--- src/design/rv_pkg.sv ---
`default_nettype none

// ISA-side definitions shared by the fetch stage and its testbench
package rv_pkg;

    // data and address width
    localparam int XLEN = 32;

    // bytes per instruction, the sequential pc step
    localparam int INST_BYTES = 4;

    // major opcode field, inst[6:0]
    localparam int OPCODE_W = 7;

    // funct3 field position, used to qualify jalr
    localparam int FUNCT3_LSB = 12;
    localparam int FUNCT3_W = 3;

    // major opcodes the fetch stage cares about
    typedef enum logic [OPCODE_W-1:0] {
        // jump and link, pc relative, followed by fetch
        OP_JAL    = 7'b1101111,
        // jump and link register, target comes from an alu
        OP_JALR   = 7'b1100111,
        // conditional branch, target comes from the branch unit
        OP_BRANCH = 7'b1100011,
        // register-immediate alu ops, addi among them
        OP_IMM    = 7'b0010011,
        // anything else, fetched straight through
        OP_OTHER  = 7'b0110011
    } opcode_e;

    // addi x0, x0, 0
    // issued whenever no real instruction goes to the decoder
    localparam logic [XLEN-1:0] NOP_WORD = 32'h0000_0013;

    // jalr only exists with funct3 zero
    localparam logic [FUNCT3_W-1:0] FUNCT3_JALR = 3'b000;

endpackage

`default_nettype wire

--- src/design/fetch_pkg.sv ---
`default_nettype none

// instruction cache geometry and refill engine states
package fetch_pkg;

    // word interleaved banks, selected by pc bit 2
    localparam int NUM_BANKS = 2;
    localparam int BANK_W = $clog2(NUM_BANKS);
    localparam int BANK_LSB = 2;

    // direct-mapped entries per bank, index is pc[5:3]
    localparam int SETS = 8;
    localparam int INDEX_W = $clog2(SETS);
    localparam int INDEX_LSB = BANK_LSB + BANK_W;

    // tag is everything above the index, pc[31:6]
    localparam int TAG_LSB = INDEX_LSB + INDEX_W;
    localparam int TAG_W = rv_pkg::XLEN - TAG_LSB;

    // refill engine
    typedef enum logic [1:0] {
        // waiting for a miss from the fetch unit
        IDLE,
        // mem_req held until mem_valid
        WAIT,
        // one cycle for the written bank to show a hit
        DONE
    } refill_state_e;

endpackage

`default_nettype wire

--- src/design/icache_bank.sv ---
`default_nettype none

// one direct-mapped bank: valid bit, tag and word per entry
// read is combinational, write lands at the edge with fill_we high
module icache_bank (
    input  logic                          clk,
    input  logic                          arst_n,

    // refill side
    input  logic                          fill_we,
    input  logic [fetch_pkg::INDEX_W-1:0] fill_index,
    input  logic [fetch_pkg::TAG_W-1:0]   fill_tag,
    input  logic [rv_pkg::XLEN-1:0]       fill_data,

    // fetch side
    input  logic [rv_pkg::XLEN-1:0]       rd_addr,
    output logic                          rd_hit,
    output logic [rv_pkg::XLEN-1:0]       rd_data
);

    logic [fetch_pkg::SETS-1:0]    valid_q;
    logic [fetch_pkg::TAG_W-1:0]   tag_q [fetch_pkg::SETS];
    logic [rv_pkg::XLEN-1:0]       data_q [fetch_pkg::SETS];

    logic [fetch_pkg::INDEX_W-1:0] rd_index;
    logic [fetch_pkg::TAG_W-1:0]   rd_tag;

    // split the fetch address, bank select bit is dropped here
    assign rd_index = rd_addr[fetch_pkg::INDEX_LSB +: fetch_pkg::INDEX_W];
    assign rd_tag   = rd_addr[fetch_pkg::TAG_LSB +: fetch_pkg::TAG_W];

    // valid bits
    always_ff @(posedge clk or negedge arst_n) begin
        if (!arst_n) begin
            valid_q <= '0;
        end else if (fill_we) begin
            valid_q[fill_index] <= 1'b1;
        end
    end

    // tag and data storage
    always_ff @(posedge clk) begin
        if (fill_we) begin
            tag_q[fill_index]  <= fill_tag;
            data_q[fill_index] <= fill_data;
        end
    end

    // lookup
    always_comb begin
        rd_hit  = valid_q[rd_index] && (tag_q[rd_index] == rd_tag);
        rd_data = data_q[rd_index];
    end

    // a write with unknown index or data would poison the entry for good
    a_fill_known: assert property (
        @(posedge clk) disable iff (!arst_n)
        fill_we |-> !$isunknown({fill_index, fill_data})
    ) else $error("icache_bank: fill with unknown index or data");

endmodule

`default_nettype wire

--- src/design/icache_refill.sv ---
`default_nettype none

// miss handling
// takes a miss from the fetch unit, fetches one word from external
// memory and writes it into the bank picked by address bit 2
module icache_refill (
    input  logic                            clk,
    input  logic                            arst_n,

    // from fetch unit
    input  logic                            miss_req,
    input  logic [rv_pkg::XLEN-1:0]         miss_addr,

    // external memory
    output logic                            mem_req,
    output logic [rv_pkg::XLEN-1:0]         mem_addr,
    input  logic                            mem_valid,
    input  logic [rv_pkg::XLEN-1:0]         mem_data,

    // to the banks
    output logic [fetch_pkg::NUM_BANKS-1:0] fill_we,
    output logic [fetch_pkg::INDEX_W-1:0]   fill_index,
    output logic [fetch_pkg::TAG_W-1:0]     fill_tag,
    output logic [rv_pkg::XLEN-1:0]         fill_data
);

    fetch_pkg::refill_state_e        state_q;
    fetch_pkg::refill_state_e        state_d;

    // address of the miss being served
    logic [rv_pkg::XLEN-1:0]         addr_q;
    logic [fetch_pkg::BANK_W-1:0]    fill_bank;
    logic                            fill_fire;

    always_comb begin
        state_d = state_q;
        case (state_q)
            fetch_pkg::IDLE: begin
                if (miss_req) begin
                    state_d = fetch_pkg::WAIT;
                end
            end
            fetch_pkg::WAIT: begin
                if (mem_valid) begin
                    state_d = fetch_pkg::DONE;
                end
            end
            // miss_req is still high here, let the hit show first
            fetch_pkg::DONE: state_d = fetch_pkg::IDLE;
            default:         state_d = fetch_pkg::IDLE;
        endcase
    end

    always_ff @(posedge clk or negedge arst_n) begin
        if (!arst_n) begin
            state_q <= fetch_pkg::IDLE;
        end else begin
            state_q <= state_d;
        end
    end

    // latch the miss address when leaving IDLE
    always_ff @(posedge clk) begin
        if (state_q == fetch_pkg::IDLE && miss_req) begin
            addr_q <= miss_addr;
        end
    end

    // memory request held for the whole WAIT state
    assign mem_req  = (state_q == fetch_pkg::WAIT);
    assign mem_addr = {addr_q[rv_pkg::XLEN-1:2], 2'b00};

    // bank write in the cycle mem_data is valid
    assign fill_fire = mem_req && mem_valid;
    assign fill_bank = addr_q[fetch_pkg::BANK_LSB +: fetch_pkg::BANK_W];

    always_comb begin
        for (int b = 0; b < fetch_pkg::NUM_BANKS; b++) begin
            fill_we[b] = fill_fire && (fill_bank == fetch_pkg::BANK_W'(b));
        end
    end

    assign fill_index = addr_q[fetch_pkg::INDEX_LSB +: fetch_pkg::INDEX_W];
    assign fill_tag   = addr_q[fetch_pkg::TAG_LSB +: fetch_pkg::TAG_W];
    // word kept in memory byte order, fetch unit swaps it
    assign fill_data  = mem_data;

    a_fill_onehot: assert property (
        @(posedge clk) disable iff (!arst_n)
        $onehot0(fill_we)
    ) else $error("icache_refill: more than one bank written");

    // memory only answers an outstanding request
    a_valid_in_wait: assert property (
        @(posedge clk) disable iff (!arst_n)
        mem_valid |-> (state_q == fetch_pkg::WAIT)
    ) else $error("icache_refill: mem_valid outside WAIT");

endmodule

`default_nettype wire

--- src/design/fetch_unit.sv ---
`default_nettype none

// pc state, cache read, jal follow, jalr and branch stalls
module fetch_unit (
    input  logic                                               clk,
    input  logic                                               arst_n,
    input  logic                                               rdy,
    input  logic                                               issue,

    // redirects, jmp 0 wins over jmp 1, branch wins over both
    input  logic                                               jmp_en0,
    input  logic                                               jmp_en1,
    input  logic [rv_pkg::XLEN-1:0]                            jmp_addr0,
    input  logic [rv_pkg::XLEN-1:0]                            jmp_addr1,
    input  logic                                               branch_en,
    input  logic [rv_pkg::XLEN-1:0]                            branch_target,

    // cache banks
    output logic [rv_pkg::XLEN-1:0]                            rd_addr,
    input  logic [fetch_pkg::NUM_BANKS-1:0]                    bank_hit,
    input  logic [fetch_pkg::NUM_BANKS-1:0][rv_pkg::XLEN-1:0]  bank_data,

    // refill engine
    output logic                                               miss_req,
    output logic [rv_pkg::XLEN-1:0]                            miss_addr,

    // decoder
    output logic                                               inst_valid,
    output logic [rv_pkg::XLEN-1:0]                            inst_pc,
    output logic [rv_pkg::XLEN-1:0]                            inst
);

    logic [rv_pkg::XLEN-1:0]      pc_q;
    logic                         jmp_stall_q;
    logic                         branch_mode_q;

    logic [fetch_pkg::BANK_W-1:0] bank_sel;
    logic                         hit;
    logic [rv_pkg::XLEN-1:0]      raw_word;
    logic [rv_pkg::XLEN-1:0]      word;
    rv_pkg::opcode_e              opcode;
    logic                         stalled;
    logic                         is_jal;
    logic                         is_jalr;
    logic                         is_branch;
    logic [rv_pkg::XLEN-1:0]      jal_imm;
    logic [rv_pkg::XLEN-1:0]      pc_step;
    logic                         jmp_en;
    logic [rv_pkg::XLEN-1:0]      jmp_addr;

    assign jmp_en   = jmp_en0 || jmp_en1;
    assign jmp_addr = jmp_en0 ? jmp_addr0 : jmp_addr1;

    // all banks see the pc, pc bit 2 picks the answer
    assign rd_addr  = pc_q;
    assign bank_sel = pc_q[fetch_pkg::BANK_LSB +: fetch_pkg::BANK_W];
    assign hit      = bank_hit[bank_sel];
    assign raw_word = bank_data[bank_sel];

    // memory delivers words byte swapped
    assign word = {raw_word[7:0], raw_word[15:8], raw_word[23:16], raw_word[31:24]};

    always_comb begin
        case (word[rv_pkg::OPCODE_W-1:0])
            rv_pkg::OP_JAL:    opcode = rv_pkg::OP_JAL;
            rv_pkg::OP_JALR:   opcode = rv_pkg::OP_JALR;
            rv_pkg::OP_BRANCH: opcode = rv_pkg::OP_BRANCH;
            rv_pkg::OP_IMM:    opcode = rv_pkg::OP_IMM;
            default:           opcode = rv_pkg::OP_OTHER;
        endcase
    end

    assign stalled   = jmp_stall_q || branch_mode_q;
    assign is_jal    = (opcode == rv_pkg::OP_JAL);
    assign is_jalr   = (opcode == rv_pkg::OP_JALR) &&
                       (word[rv_pkg::FUNCT3_LSB +: rv_pkg::FUNCT3_W] == rv_pkg::FUNCT3_JALR);
    assign is_branch = (opcode == rv_pkg::OP_BRANCH);

    // J-type immediate, sign extended
    assign jal_imm = {{11{word[31]}}, word[31], word[19:12], word[20], word[30:21], 1'b0};

    // while stalled a fetched jal is not followed
    assign pc_step = (is_jal && !stalled) ? jal_imm : rv_pkg::XLEN'(rv_pkg::INST_BYTES);

    // refill request, dropped as soon as the word hits
    assign miss_req  = rdy && issue && !branch_en && !jmp_en && !hit;
    assign miss_addr = pc_q;

    always_ff @(posedge clk or negedge arst_n) begin
        if (!arst_n) begin
            pc_q          <= '0;
            jmp_stall_q   <= 1'b0;
            branch_mode_q <= 1'b0;
            inst_valid    <= 1'b0;
            inst_pc       <= '0;
            inst          <= rv_pkg::NOP_WORD;
        end else if (rdy) begin
            if (branch_en) begin
                branch_mode_q <= 1'b0;
                pc_q          <= branch_target;
                inst_pc       <= branch_target;
                inst_valid    <= 1'b0;
                inst          <= rv_pkg::NOP_WORD;
            end else if (jmp_en) begin
                jmp_stall_q <= 1'b0;
                pc_q        <= jmp_addr;
                inst_pc     <= jmp_addr;
                inst_valid  <= 1'b0;
                inst        <= rv_pkg::NOP_WORD;
            end else if (issue) begin
                inst_pc <= pc_q;
                if (hit) begin
                    inst_valid <= 1'b1;
                    pc_q       <= pc_q + pc_step;
                    if (stalled) begin
                        inst <= rv_pkg::NOP_WORD;
                    end else begin
                        inst          <= word;
                        jmp_stall_q   <= is_jalr;
                        branch_mode_q <= is_branch;
                    end
                end else begin
                    // refill pending
                    inst_valid <= 1'b0;
                    inst       <= rv_pkg::NOP_WORD;
                end
            end
        end
    end

    // redirect targets and jal offsets must keep the pc on word boundaries
    a_pc_aligned: assert property (
        @(posedge clk) disable iff (!arst_n)
        pc_q[1:0] == 2'b00
    ) else $error("fetch_unit: pc not word aligned");

endmodule

`default_nettype wire

--- src/design/fetch_top.sv ---
`default_nettype none

// instruction fetch subsystem
// refill engine, banked instruction cache and fetch unit
module fetch_top (
    input  logic                      clk,
    input  logic                      arst_n,
    input  logic                      rdy,
    input  logic                      issue,

    // alu and branch unit redirects
    input  logic                      jmp_en0,
    input  logic                      jmp_en1,
    input  logic [rv_pkg::XLEN-1:0]   jmp_addr0,
    input  logic [rv_pkg::XLEN-1:0]   jmp_addr1,
    input  logic                      branch_en,
    input  logic [rv_pkg::XLEN-1:0]   branch_target,

    // external memory
    output logic                      mem_req,
    output logic [rv_pkg::XLEN-1:0]   mem_addr,
    input  logic                      mem_valid,
    input  logic [rv_pkg::XLEN-1:0]   mem_data,

    // decoder
    output logic                      inst_valid,
    output logic [rv_pkg::XLEN-1:0]   inst_pc,
    output logic [rv_pkg::XLEN-1:0]   inst
);

    logic                                              miss_req;
    logic [rv_pkg::XLEN-1:0]                           miss_addr;

    logic [fetch_pkg::NUM_BANKS-1:0]                   fill_we;
    logic [fetch_pkg::INDEX_W-1:0]                     fill_index;
    logic [fetch_pkg::TAG_W-1:0]                       fill_tag;
    logic [rv_pkg::XLEN-1:0]                           fill_data;

    logic [rv_pkg::XLEN-1:0]                           rd_addr;
    logic [fetch_pkg::NUM_BANKS-1:0]                   bank_hit;
    logic [fetch_pkg::NUM_BANKS-1:0][rv_pkg::XLEN-1:0] bank_data;

    icache_refill u_refill (
        .clk        (clk),
        .arst_n     (arst_n),
        .miss_req   (miss_req),
        .miss_addr  (miss_addr),
        .mem_req    (mem_req),
        .mem_addr   (mem_addr),
        .mem_valid  (mem_valid),
        .mem_data   (mem_data),
        .fill_we    (fill_we),
        .fill_index (fill_index),
        .fill_tag   (fill_tag),
        .fill_data  (fill_data)
    );

    // one bank per pc bit 2 value, shared fill bus
    for (genvar g = 0; g < fetch_pkg::NUM_BANKS; g++) begin : g_bank
        icache_bank u_bank (
            .clk        (clk),
            .arst_n     (arst_n),
            .fill_we    (fill_we[g]),
            .fill_index (fill_index),
            .fill_tag   (fill_tag),
            .fill_data  (fill_data),
            .rd_addr    (rd_addr),
            .rd_hit     (bank_hit[g]),
            .rd_data    (bank_data[g])
        );
    end

    fetch_unit u_fetch (
        .clk           (clk),
        .arst_n        (arst_n),
        .rdy           (rdy),
        .issue         (issue),
        .jmp_en0       (jmp_en0),
        .jmp_en1       (jmp_en1),
        .jmp_addr0     (jmp_addr0),
        .jmp_addr1     (jmp_addr1),
        .branch_en     (branch_en),
        .branch_target (branch_target),
        .rd_addr       (rd_addr),
        .bank_hit      (bank_hit),
        .bank_data     (bank_data),
        .miss_req      (miss_req),
        .miss_addr     (miss_addr),
        .inst_valid    (inst_valid),
        .inst_pc       (inst_pc),
        .inst          (inst)
    );

endmodule

`default_nettype wire

--- config.mk ---
export PLATFORM = sky130hd
export DESIGN_NAME = fetch_top
export DESIGN_NICKNAME = d
export VERILOG_FILES = /design/src/design/rv_pkg.sv /design/src/design/fetch_pkg.sv /design/src/design/icache_bank.sv /design/src/design/icache_refill.sv /design/src/design/fetch_unit.sv /design/src/design/fetch_top.sv
export SDC_FILE = /design/constraint.sdc
export NUM_CORES = 1
export LEC_CHECK = 0
export BUFFER_PORTS_ARGS = -buffer_cell sky130_fd_sc_hd__buf_2
export CAP_MARGIN = 40
export CORE_ASPECT_RATIO = 1.4
export CORE_MARGIN = 8
export CORE_UTILIZATION = 34
export CTS_BUF_LIST = sky130_fd_sc_hd__clkbuf_4 sky130_fd_sc_hd__clkbuf_8
export CTS_CLUSTER_DIAMETER = 30
export DETAILED_ROUTE_END_ITERATION = 8
export GPL_TIMING_DRIVEN = 1
export PLACE_DENSITY = 0.6
export SYNTH_ARGS = -nofsm -noshare
export SYNTH_HDL_FRONTEND = slang
export SYNTH_SLANG_ARGS = --single-unit
export TNS_END_PERCENT = 30
--- constraint.sdc ---
create_clock -name clk -period 6.3 [get_ports clk]
set_input_delay 0.945 -clock clk [delete_from_list [all_inputs] [get_ports clk]]
set_output_delay 0.945 -clock clk [all_outputs]
set_load 0.03 [all_outputs]
**After elaboration in Yosys (flattened, before gate mapping)**

Memories as Yosys holds them, arrays and structs flattened.
Cells that the tools add are included.

- Bits in registers: 149
- Memory bits (writable): 928
- Bits of input ports: 136
- Output and inout bits: 98
- Logic and storage cells: 115
- Memories: 4

- Add/sub/neg operators: 1
- Magnitude comparators: 4
- Equality and inequality tests: 15
- Multiplexer cells: 45
- Bitwise operators: 4
- Reduce and logical (&&, ||, !) cells: 32

Memories:

| name | depth | bits a word | read ports | clocked after Yosys merged registers in | write ports | line | source |
|---|---|---|---|---|---|---|---|
| g_bank[0].u_bank.data_q | 8 | 32 | 1 | 0 | 1 | icache_bank.sv:23 | `logic [rv_pkg::XLEN-1:0] data_q [fetch_pkg::SETS];` |
| g_bank[1].u_bank.data_q | 8 | 32 | 1 | 0 | 1 | icache_bank.sv:23 |  |
| g_bank[0].u_bank.tag_q | 8 | 26 | 1 | 0 | 1 | icache_bank.sv:22 | `logic [fetch_pkg::TAG_W-1:0] tag_q [fetch_pkg::SETS];` |
| g_bank[1].u_bank.tag_q | 8 | 26 | 1 | 0 | 1 | icache_bank.sv:22 |  |

Operators by type and width:

| operator | count |
|---|---|
| 2-to-1 mux 32 bit | 16 |
| == test 26 bit | 2 |
| == test 7 bit (second input constant) | 6 |
| adder 32 bit | 1 |
| case mux 7 bit (4 select lines) | 1 |
| 2-to-1 mux 1 bit | 22 |
| bitwise OR 8 bit | 2 |
| logical AND 1 bit | 13 |
| AND reduction 5 bit | 2 |
| < comparator 3 x 4 -> 1 bit (second input constant) | 2 |
| inequality test 2 bit (second input constant) | 4 |
| nonzero test 2 bit | 4 |
| == test 7 x 5 -> 1 bit (second input constant) | 1 |
| binary-select mux 1 bit (select 3 bit) | 2 |
| nonzero test 3 bit | 2 |
| logical NOT 1 bit | 4 |
| 2-to-1 mux 2 bit | 2 |
| case mux 2 bit (2 select lines) | 1 |
| AND reduction 2 bit | 2 |
| demux 1 bit (select 3 bit) | 1 |
| >= comparator 3 x 1 -> 1 bit (second input constant) | 1 |
| logical NOT 3 bit | 1 |
| AND reduction 3 bit | 1 |
| == test 2 x 1 -> 1 bit (second input constant) | 1 |
| other kinds (5) | 7 |

**Logic depth before layout (Yosys ltp)**

An unclocked memory read counts as a cell.

- Depth after elaboration: 13
- Mapped depth: 25

**Hierarchy**

A second synthesis with hierarchy kept.

- Cell total of the unflattened synthesis: 2427
- Area total of the unflattened synthesis: 44492.7 um^2

Modules (own cells, without submodules):

| module | times used | cells an instance | area an instance (um^2) | seq. area each (um^2) |
|---|---|---|---|---|
| icache_bank | 2 | 745 | 18018.5 | 14133.6 |
| fetch_unit | 1 | 833 | 6971.7 | 2481.1 |
| icache_refill | 1 | 104 | 1483.9 | 950.9 |

**Worst setup path before layout**

Ideal clock, no wire load.

- Path kind: register to register
- Start point: reg u_refill.state_q[1]
- End point: reg g_bank[0].u_bank.valid_q[0] in the netlist's numbering
- Setup time: 0.089 ns
- Arrival: 6.155 ns
- Slack: 0.055 ns
- Cell stages (with the launch flop): 7
- Cells stage by stage: dfrtp_1 nor2b_1 and2_1 clkbuf_1 or3b_2 nor3_1 or2_2

- Longest elaborated chain between the ends: 3

RTL lines:

| element | line | source |
|---|---|---|
| start, declared | icache_refill.sv:27 | `fetch_pkg::refill_state_e state_q;` |
| start signal, assigned | icache_refill.sv:56 | `state_q <= fetch_pkg::IDLE;` |
| start signal, assigned | icache_refill.sv:58 | `state_q <= state_d;` |
| == test 2 x 1 -> 1 bit | icache_refill.sv:70 | `assign mem_req = (state_q == fetch_pkg::WAIT);` |
| net mem_req | fetch_top.sv:20 | `output logic mem_req,` |
| logical AND 1 bit | icache_refill.sv:74 | `assign fill_fire = mem_req && mem_valid;` |
| logical AND 1 bit | icache_refill.sv:79 | `fill_we[b] = fill_fire && (fill_bank == fetch_pkg::BANK_W'(b));` |
| end signal, assigned | icache_bank.sv:35 | `valid_q <= '0;` |
| end signal, assigned by index | icache_bank.sv:37 | `valid_q[fill_index] <= 1'b1;` |
| end, declared | icache_bank.sv:21 | `logic [fetch_pkg::SETS-1:0] valid_q;` |

The timed path passes the listed nets, and every way through them passes these cells.
A chain may end at the register's enable or synchronous reset.

**Final worst setup path**

- Start point: reg u_fetch.pc_q, in the netlist u_fetch.miss_addr[3]
- End point: reg u_fetch.pc_q, in the netlist u_fetch.miss_addr[28]

- Longest elaborated chain between the ends: 13

RTL lines:

| element | line | source |
|---|---|---|
| start, declared | fetch_unit.sv:33 | `logic [rv_pkg::XLEN-1:0] pc_q;` |
| start signal, assigned | fetch_unit.sv:100 | `pc_q <= branch_target;` |
| start signal, assigned | fetch_unit.sv:106 | `pc_q <= jmp_addr;` |
| start signal, assigned | fetch_unit.sv:114 | `pc_q <= pc_q + pc_step;` |
| memory (8 x 32 bit) | n/a |  |
| 2-to-1 mux 32 bit (not written as such) (2 in a row) | fetch_unit.sv:58 | `assign raw_word = bank_data[bank_sel];` |
| == test 7 x 5 -> 1 bit / == test 7 bit (equally long branches) | fetch_unit.sv:64 | `case (word[rv_pkg::OPCODE_W-1:0])` |
| case mux 7 bit (4 select lines) | fetch_unit.sv:64 |  |
| == test 7 bit | fetch_unit.sv:74 | `assign is_jal = (opcode == rv_pkg::OP_JAL);` |
| logical AND 1 bit | fetch_unit.sv:83 | `assign pc_step = (is_jal && !stalled) ? jal_imm : rv_pkg::XLEN'(rv_pkg::INST_BYTES);` |
| 2-to-1 mux 32 bit | fetch_unit.sv:83 |  |
| adder 32 bit | fetch_unit.sv:114 |  |
| 2-to-1 mux 32 bit | fetch_unit.sv:112 | `if (hit) begin` |
| 2-to-1 mux 32 bit | fetch_unit.sv:110 | `end else if (issue) begin` |
| 2-to-1 mux 32 bit | fetch_unit.sv:104 | `end else if (jmp_en) begin` |
| 2-to-1 mux 32 bit | fetch_unit.sv:98 | `if (branch_en) begin` |

Several ways; a longest one is shown, not always the timed one. The select of a mux whose other input is x is not followed.

==> PnR_summary.wiki <==
{| class="wikitable"
! Metric !! Value
|-
| Number of rows created at floorplan || approximately 150
|-
| Antenna violations before repair || 16
|-
| Top library cells by usage in the layout, fill and taps aside || edfxtp_1 (958), buf_2 (242), mux4_2 (236), clkbuf_8 (190), nand2_1 (143)
|-
| Gate count after technology mapping || 2283
|-
| Total overflow reported by the global router || 0
|-
| Post-CTS resize count || 0
|-
| Total I/O pin count || 234
|-
| Largest family of logic cells by synthesized area || multiplexers
|-
| HPWL after detailed placement || 74400 microns
|-
| Data required time at the worst endpoint || around 7000 ps
|-
| Routed wire length per instance || 27.2 microns
|-
| Post-route standard cell area excluding fillers || roughly 0.051 sq mm
|-
| Tmin final || about 5800 ps
|-
| Number of design rule violations left after detail routing || 0
|-
| Number of max-slew violations in the final report || 0
|-
| Average cell area after synthesis || about 19 sq um
|-
| Most frequent standard cell in the layout excluding fill and tap cells || edfxtp_1
|-
| Core area || between 0.1 and 0.15 sq mm
|-
| Clock tree sinks || 1075
|-
| Core utilization of the finished layout || between 40% and 50%
|-
| Largest cells by area after synthesis || edfxtp_1 (67%), mux4_2 (12%), dfrtp_1 (6.6%)
|-
| Cell area after synthesis || around 0.043 sq mm
|-
| Layout Area Growth over Synthesis || 17.2%
|-
| Setup Skew || about 73 ps
|-
| Fin nets || between 2k and 3k
|-
| Kind of critical path || reg2reg
|-
| Routability congestion estimate || around 0.84
|-
| Most used DFF post-synth || edfxtp_1
|-
| Vertical extent of the die || roughly 440 microns
|-
| Initial cell density of the core || around 34%
|-
| Measured slew at the worst slew-check pin || between 900 and 1000 ps
|-
| Clock latency of the later-clocked register in the worst-skew pair || between 800 and 900 ps
|-
| Setup repair after global routing missed its margin || no
|-
| Static leakage || between 0.015 and 0.02 uW
|-
| CTS Buf Count || 179
|-
| Standard cell area after detailed placement || around 0.047 sq mm
|-
| DIE WIDTH || approximately 320 microns
|-
| Filler cell count || 11.3k
|-
| FF+latch count, synth || between 1k and 1.5k
|-
| Die Footprint || 0.139 sq mm
|-
| Post-synthesis sequential area ratio || between 70% and 80%
|-
| Via count of the first global-routing pass || roughly 25k
|-
| Clock-pin slew on the worst setup and hold paths || ~60 ps
|-
| Crit Path Max Fanout || 23
|-
| Final TNS setup || 0 ps
|-
| Arrival time of the worst setup path || ~6500 ps
|-
| Element type at the critical path start || flop
|-
| Final hold viol count || 0
|-
| Iteration-0 DRC Markers || 2066
|-
| Distinct cell type count after synthesis || between 50 and 60
|-
| Synthesized-area fraction occupied by and/or/nand/nor cells || approximately 3.2%
|-
| Power per cell area || about 330 mW/mm^2
|-
| Synth area leader || edfxtp_1
|-
| Maximum number of pins on one net before global-route repair || 92
|-
| Synth Area in Adders || less than 1%
|-
| Fraction of the mapped netlist area in compound gates || roughly 4.8%
|-
| Routed WL || approximately 120000 microns
|-
| Root buffer cell || clkbuf_8
|-
| Capturing element type of the critical path || flop
|-
| Total of max-cap violations || 0
|-
| Number of flops mapped to enable cells by yosys || 958
|-
| GRT Resource Usage Total || 17.2%
|-
| Count of input and output buffers || ~230
|-
| Finish-stage setup viols || 0
|-
| Result of the run || finished, final reports clean
|-
| Routed vias/inst || about 5.4
|-
| First-pass GRT wire length || roughly 170000 microns
|-
| Remaining number of nets flagged by the antenna check after routing || 0
|-
| Portion of synthesized cell area occupied by the leading cell type || 66.6%
|-
| Number of levels the H-tree was split into || 4
|-
| Clock tree from TritonCTS || yes
|-
| DRT Pass-1 Iters || 5
|-
| Layout cell share with drive strength beyond 1 || between 30 and 40%
|-
| Hold Crit Class || in2reg
|-
| Worst vdd rail ir drop || 223 uV
|-
| Xor and xnor area share after synthesis || 1.56%
|-
| Portion of the clock cycle consumed by the worst path in the final layout || roughly 92%
|-
| Headroom to the max-slew limit || 35.7%
|-
| Multiplexer fraction of the synthesized cell area || approximately 15%
|-
| DR vias || around 24k
|-
| FFs w/ async S/R, synth || a little over a tenth
|-
| Count of synthesis-stage warnings from yosys || 0
|-
| Number of buffers on the longest clock path || 3
|-
| Top achievable clock speed || roughly 0.17 GHz
|}
-- Yosys cell counts, types with 5 or more instances --
cell,instances
clkbuf_1,59
a21o_1,18
buf_1,8
nor2_1,52
xnor2_1,51
a21oi_1,88
nor3_1,7
nand2b_1,5
mux4_2,236
ha_1,30
nand2_1,143
nand3_1,10
nor4_1,10
a22o_1,29
nand4_1,13
nor2b_1,8
a22oi_1,35
or3_1,5
buf_2,31
o21ai_0,118
or2_2,18
a221oi_1,21
edfxtp_1,958
buf_4,11
inv_1,14
dfrtp_1,114
and3_1,5
buf_6,9
xor2_1,26
mux2i_1,101
-- state kept, by name, indices dropped and copies added, names as in the netlist --
signal	flops
g_bank.u_bank.data_q	512
g_bank.u_bank.tag_q	416
u_fetch.inst	32
u_fetch.inst_pc	32
u_fetch.miss_addr	32
u_refill.addr_q	30
g_bank.u_bank.valid_q	16
u_refill.state_q	2
u_fetch.branch_mode_q	1
u_fetch.inst_valid	1
u_fetch.jmp_stall_q	1
-- kinds of logic (layout without fill, tap and decap cells) --
group,after synthesis,in the layout
AO/OA/AOI/OAI,336,336
XOR/XNOR,77,77
adder cells (fa/ha/maj),31,31
buffers and inverters,132,657
flip-flops,1075,1075
multiplexers,338,338
other,1,6
AND/OR/NAND/NOR,293,293
-- worst paths after layout --
kind	slack (ps)	depth (start not counted)	endpoint	startpoint
max	490	16	u_fetch.miss_addr[28]$_DFFE_PN0P_	u_fetch.miss_addr[3]$_DFFE_PN0P_
min	370	3	u_refill.state_q[0]$_DFFE_PN0P_	mem_valid
max reg2reg	490	16	u_fetch.miss_addr[28]$_DFFE_PN0P_	u_fetch.miss_addr[3]$_DFFE_PN0P_
min reg2reg	470	1	g_bank[1].u_bank.valid_q[3]$_DFFE_PN0P_	g_bank[1].u_bank.valid_q[3]$_DFFE_PN0P_
max in group asynchronous	4520	4	u_fetch.miss_addr[3]$_DFFE_PN0P_	arst_n
min in group asynchronous	470	2	u_fetch.inst_pc[22]$_DFFE_PN0P_	arst_n
-- metal layers --
layer  global-route usage (%)  routed length, microns
met1                     23.0                   50400
met2                     27.5                   57200
met3                     4.74                   10600
met4                     5.01                    2840
met5                        0                      57
-- worst max-delay path, stage by stage, from the launching register on --
cell and delay (ps):
dfrtp_4 740, mux4_2 560, mux4_2 520, nor4_4 360
nand4_1 310, or2_2 420, ha_1 310, a211oi_1 230
o21bai_1 150, o41ai_1 550, o22ai_1 270, a21oi_1 320
a21oi_1 140, a31o_2 290, and4_1 200, o31ai_1 220
a21oi_1 100
-- stage by stage --
stage,hold WS (ps),total power [uW],setup slack (ps),instances
4_1_cts,282,16600,510,4443
3_3_place_gp,446,9940,549,4100
6_report,367,16500,489,4451
5_1_grt,329,17000,197,4448
2_1_floorplan,422,9320,55.4,2284
3_5_place_dp,452,9980,556,4110
-- what timing repair did --
item / CTS / global route
hold buffers: 1 / 0
hold endpoints to repair: 6 / 0
setup buffers: 0 / 0
-- area by class of cell --
| type | instances | area, sq um | share of cell area [%] |
|---|---|---|---|
| antenna | 4 | 10.0 | 0.0198 |
| timing repair buffer | 311 | 1860 | 3.66 |
| multi-input combinational | 1077 | 11000 | 21.7 |
| clock inverter | 91 | 955 | 1.89 |
| sequential | 1075 | 31700 | 62.6 |
| inverter | 14 | 52.6 | 0.104 |
| clock buffer | 241 | 3000 | 5.92 |
| tap | 1638 | 2050 | 4.05 |
-- report_power, final --
group	total [uW]	internal [uW]	switching [uW]
logic	1850	809	1040
registers	7980	7810	169
clock network	6650	3770	2880
total	16500	12400	4090
Note: power is estimated with default switching activity, not from simulation.
